### config.mk
export PLATFORM = sky130hd
export DESIGN_NAME = beam_summer
export DESIGN_NICKNAME = d
export VERILOG_FILES = /design/src/design/beam_pkg.sv /design/src/design/beam_summer.sv
export SDC_FILE = /design/constraint.sdc
export NUM_CORES = 2
export LEC_CHECK = 0
export BUFFER_PORTS_ARGS = -buffer_cell sky130_fd_sc_hd__buf_4
export CORE_AREA = 5 5 500 502
export DETAILED_ROUTE_END_ITERATION = 6
export DIE_AREA = 0 0 505 507
export PLACE_DENSITY_LB_ADDON = 0.25
export SYNTH_ARGS = -nofsm -noshare
export SYNTH_HDL_FRONTEND = slang
export SYNTH_SLANG_ARGS = --single-unit
### constraint.sdc
create_clock -name clock -period 31.2 [get_ports clock]
set_input_delay 3.12 -clock clock [delete_from_list [all_inputs] [get_ports clock]]
set_output_delay 3.12 -clock clock [all_outputs]
set_load 0.01 [all_outputs]
### src/design/beam_pkg.sv
// ~~~~~~~~~~~~~~~~~~~~~~~~~~~~~~
// common widths and beat types for the beamformer datapath
// every design file and the testbench model pull their
// sample, weight and beat definitions from here
// ~~~~~~~~~~~~~~~~~~~~~~~~~~~~~~

`default_nettype none

package beam_pkg;

    // bits in one real or imaginary sample part
    localparam int SAMPLE_WIDTH = 16;
    // bits in one weight part, signed fraction
    localparam int WEIGHT_WIDTH = 8;
    // fraction bits, so 1.0 is just out of range
    localparam int WEIGHT_FRAC = 7;
    // complex samples carried per beat
    localparam int LANES = 8;
    // antenna channels summed into one beam
    localparam int CHANNELS = 4;
    // divide the channel sum by the channel count
    localparam int SUM_SHIFT = 2;

    // full precision of wr*xr - wi*xi, one extra bit for the add
    localparam int PROD_WIDTH = SAMPLE_WIDTH + WEIGHT_WIDTH + 1;
    // full precision of the four-channel lane sum
    localparam int SUM_WIDTH = SAMPLE_WIDTH + $clog2(CHANNELS);

    typedef logic signed [SAMPLE_WIDTH-1:0] sample_t;
    typedef logic signed [WEIGHT_WIDTH-1:0] weight_t;

    // one channel weight, real part in the upper byte
    typedef struct packed {
        weight_t re;
        weight_t im;
    } cplx_weight_t;

    // lane 0 sits in the low bits of re and im
    typedef struct packed {
        sample_t [LANES-1:0] re;
        sample_t [LANES-1:0] im;
        logic                last;
    } beat_t;

endpackage

`default_nettype wire
### src/design/beam_summer.sv
// ~~~~~~~~~~~~~~~~~~~~~~~~~~~~~~
// channel alignment and beam sum
// pops all channel FIFOs on the same edge, adds the weighted
// lanes at full width, scales by the channel count and
// registers one output beat
// ~~~~~~~~~~~~~~~~~~~~~~~~~~~~~~

`timescale 1ns/1ps
`default_nettype none

module beam_summer (
    input  wire                                            clock,
    input  wire                                            resetn,
    input  wire [beam_pkg::CHANNELS-1:0]                   ch_valid,
    input  wire beam_pkg::beat_t [beam_pkg::CHANNELS-1:0]  ch_beat,
    output logic [beam_pkg::CHANNELS-1:0]                  ch_ready,
    output logic                                           m_valid,
    output beam_pkg::beat_t                                m_beat,
    input  wire                                            m_ready
);
    import beam_pkg::*;

    // one shared pop condition keeps beat k of every channel together
    logic   take;
    // scaled sum of the beats at the FIFO heads
    beat_t  sum_beat;

    assign take     = (&ch_valid) && (!m_valid || m_ready);
    assign ch_ready = {CHANNELS{take}};

    always_comb begin
        sample_t                      s_re;
        sample_t                      s_im;
        logic signed [SUM_WIDTH-1:0]  acc_re;
        logic signed [SUM_WIDTH-1:0]  acc_im;
        for (int lane = 0; lane < LANES; lane++) begin
            acc_re = '0;
            acc_im = '0;
            for (int ch = 0; ch < CHANNELS; ch++) begin
                s_re = ch_beat[ch].re[lane];
                s_im = ch_beat[ch].im[lane];
                // sign-extended into the wider accumulator
                acc_re = acc_re + s_re;
                acc_im = acc_im + s_im;
            end
            // floor-divide by the channel count, keep 16 bits
            sum_beat.re[lane] = sample_t'(acc_re >>> SUM_SHIFT);
            sum_beat.im[lane] = sample_t'(acc_im >>> SUM_SHIFT);
        end
        // channels are aligned, so channel 0 speaks for the frame end
        sum_beat.last = ch_beat[0].last;
    end

    always_ff @(posedge clock) begin
        if (!resetn) begin
            m_valid <= 1'b0;
        end else if (!m_valid || m_ready) begin
            m_valid <= &ch_valid;
        end
    end

    // holds steady under back-pressure since take is low then
    always_ff @(posedge clock) begin
        if (take) begin
            m_beat <= sum_beat;
        end
    end

endmodule

`default_nettype wire

==> flow_metrics.tcl <==
set metrics [dict create \
    status "finished clean" \
    synth_flop_cell "edfxtp_1" \
    p_sw_share_pct 42.69 \
    cp_max_fo 58 \
    synth_fa_ha_area_share_pct 38.78 \
    p_seq_share_pct 19.1 \
    ys_async_sr_fraction_pct 0 \
    drv_slew 0 \
    htreeDepth 2 \
    vias 29620 \
    drc 0 \
    fill_cells 27320 \
    drv_cap 0 \
    rrSetupSlack_ps 27940 \
    ys_ff_latch 258 \
    hold_viol_final 0 \
    cp-end-kind "primary output" \
    whs_path_depth 2 \
    peakVddDrop_mv 0.03090 \
    synth_mux_area_share_pct 0.08580 \
    setup_tns_ps 0 \
    clock_skew_ps 42.93 \
    p_leak_nw 26.23 \
    ant_nets 0 \
    synth_top_family_by_area "adder cells" \
    holdPathEnd "m_valid$_SDFFE_PN0N_" \
    overflow 0 \
    slew_headroom_pct 31.11 \
    place_inst 8294 \
    syn_area_um2 35000 \
    holdBufCountCts 0 \
    ys.warnings.count 0 \
    crit_chain "buf_4 -> nand4_1 -> nor2b_4 -> buf_4 -> buf_4 -> buf_4" \
    cp_top_family "buffers and inverters" \
    clkLatencyLatePin_ps 670 \
    dpl_cell_area_um2 48740 \
    fmaxAchievable_mhz 121.9 \
    numPortBuffers 1293 \
    hold_path.class "register to register" \
    fin_total_pwr_mw 2.649 \
    power.internal_mw 1.518 \
    timing.rr.end "m_beat[103]$_DFFE_PP_" \
    synth_most_common_cell "inv_1" \
    core_um2 244800 \
    die_h_um 507 \
    synth_compound_area_share_pct 10.89 \
    dr.first_iter.drc_count 1183 \
    grt_max_degree 59 \
    setup_viol 0 \
    rows 182 \
    die-area_um2 256000 \
    dpl.hpwl_um 157700 \
    power_density_nw_per_um2 52.66 \
    drtPass1Iterations 6 \
    numCtsBuffers 45 \
    synth.avg_cell_area_um2 9.251 \
    cts-resized-gates 0 \
    fin_nets 6924 \
    synthTopCellsByCount "inv_1 (1516), fa_1 (528), edfxtp_1 (257)" \
    cts_sinks 258 \
    criticalPathCategory "primary input to primary output" \
    synth_area_leaders "fa_1 (30%), edfxtp_1 (22%), inv_1 (16%)" \
    synth-simple-area-share_pct 5.974 \
    power.share.clock_pct 20.4 \
    drive_gt1_share_pct 27.08 \
    routed_wl_um 171800 \
    cts-root-buf "clkbuf_16" \
    synth-edff-count 257 \
    rsz0062_at_grt "no" \
    cp_num_buf_inv 4 \
    r2r-start "m_valid$_SDFFE_PN0N_" \
    postSynthCellCount 3783 \
    start_kind "primary input" \
    synth_nets 5586 \
    cts_tree "built" \
    area_delta_synth_final_pct 43.75 \
    die_w_um 505 \
    ys_seq_area_share_pct 22.11 \
    wl_per_cell_um 20.47 \
    place_ws_ps 22890 \
    seq_area_um2 7737 \
    power_frac_comb_pct 60.5 \
    critical_path_depth 6 \
    yosysTopAreaCellShare_pct 30.20 \
    grt.total_usage_pct 13.03 \
    period_share_pct 26.29 \
    clock_path_buffers 3 \
    final_cells 8394 \
    netSwitchingPower_mw 1.131 \
    post_cts_buffers 0 \
    cp_slowest_cell "buf_4" \
    worstMarginPinSlew_ps 1031 \
    start_util_pct 14.30 \
    worst_path_largest_cell_delay_ps 780 \
    grt_pass1_wl_um 238100 \
    ios 1297 \
    yosysTopAreaCell "fa_1" \
    clkTransAtPathRegs_ps 60 \
    fin_crit_ps 8202 \
    synth_xor_area_share_pct 5.756 \
    vias_per_cell 3.528 \
    fin_ws_ps 23000 \
    antenna_found_initial 84 \
    grt_pass1_vias 32120 \
    arrival_ps 5080 \
    crit_required_ps 28080 \
    finalInstanceArea_um2 50310 \
    ys_types 79 \
    gp_congestion 0.9168 \
    hold_start "m_valid$_SDFFE_PN0N_" \
    multiInputGateArea_um2 21530 \
    cp_common_cell "buf_4" \
    rr_worst_depth 5 \
]
==> stage by stage <==
| step | utilization [%] | hold WS (ps) |
|---|---|---|
| after detailed placement | 19.91 | 529.1 |
| after global routing | 20.54 | 581.0 |
| after CTS | 20.54 | 539.3 |
| after global placement | 19.91 | 498.5 |
| after floorplan | - | 515.5 |
| final | 20.55 | 526.2 |
==> cell families after synthesis <==
kind of cell,count (synthesis)
buffers and inverters,1525
flip-flops,258
AO/OA/AOI/OAI,578
multiplexers,3
AND/OR/NAND/NOR,421
XOR/XNOR,230
adder cells (fa/ha/maj),768
==> how the worst max path moves through the flow <==
stage,startpoint,end
2_1_floorplan,ch_valid[2],ch_ready[0]
3_3_place_gp,ch_valid[2],ch_ready[2]
3_5_place_dp,ch_valid[2],ch_ready[3]
4_1_cts,ch_valid[2],ch_ready[3]
5_1_grt,ch_valid[3],ch_ready[1]
6_report,ch_valid[2],ch_ready[1]
==> layout by cell type (no fill, tap or decap), types with 12 or more instances in the layout <==
| cell | netlist | routed |
|---|---|---|
| a211oi_1 | 12 | 12 |
| o211ai_1 | 20 | 20 |
| fa_1 | 528 | 528 |
| a21oi_1 | 164 | 164 |
| clkbuf_16 | 0 | 45 |
| nand2_1 | 105 | 105 |
| diode_2 | 0 | 16 |
| buf_4 | 4 | 1300 |
| inv_1 | 1516 | 1516 |
| edfxtp_1 | 257 | 257 |
| and3_1 | 20 | 20 |
| nand2b_1 | 22 | 22 |
| xnor2_1 | 160 | 160 |
| o21a_1 | 32 | 32 |
| xor2_1 | 70 | 70 |
| a31oi_1 | 27 | 27 |
| o21ai_1 | 18 | 18 |
| a21o_1 | 82 | 82 |
| nor3_1 | 30 | 30 |
| ha_1 | 240 | 240 |
| o21bai_1 | 31 | 31 |
| o21ai_0 | 83 | 83 |
| nor2b_1 | 22 | 21 |
| nand3_1 | 33 | 33 |
| nor2_1 | 121 | 121 |
==> state kept, by name, indices dropped and copies added, names as in the netlist <==
register	cells
m_valid	1
m_beat	257
==> layer usage <==
metal / up-vias / global-route usage, % / share of wire (%)
li1: 14100 / - / -
met5: - / 0 / 0.17
met1: 14250 / 15.30 / 40
met4: 46 / 2.719 / 2.1
met3: 198 / 6.072 / 11
met2: 1028 / 21.76 / 47
==> power by group through the flow <==
stage                     sequential [mW]  clock, mW  combinational [mW]
after floorplan                     0.525          0                1.04
after global placement              0.512          0                1.61
after detailed placement            0.512          0                1.62
after CTS                           0.506      0.580                1.64
after global routing                0.507      0.587                1.81
final                               0.505      0.541                1.60
==> layout make-up <==
type                    count  area share (%)
multi-input cells        2000           42.79
well taps                3220           8.008
flip-flops and latches    258           15.38
inverters                1516           11.31
diodes                     16         0.07958
clock buffers              52           2.291
clock inverters            32          0.7411
repair buffers           1300           19.40
==> worst reg2reg max path, cell delays in order, from the launching register on <==
cell and delay [ps]:
dfxtp_1 310, nand2b_1 80, nor2b_4 130, buf_4 500
buf_4 740, buf_4 930
Power figures use the tool's default switching activity.
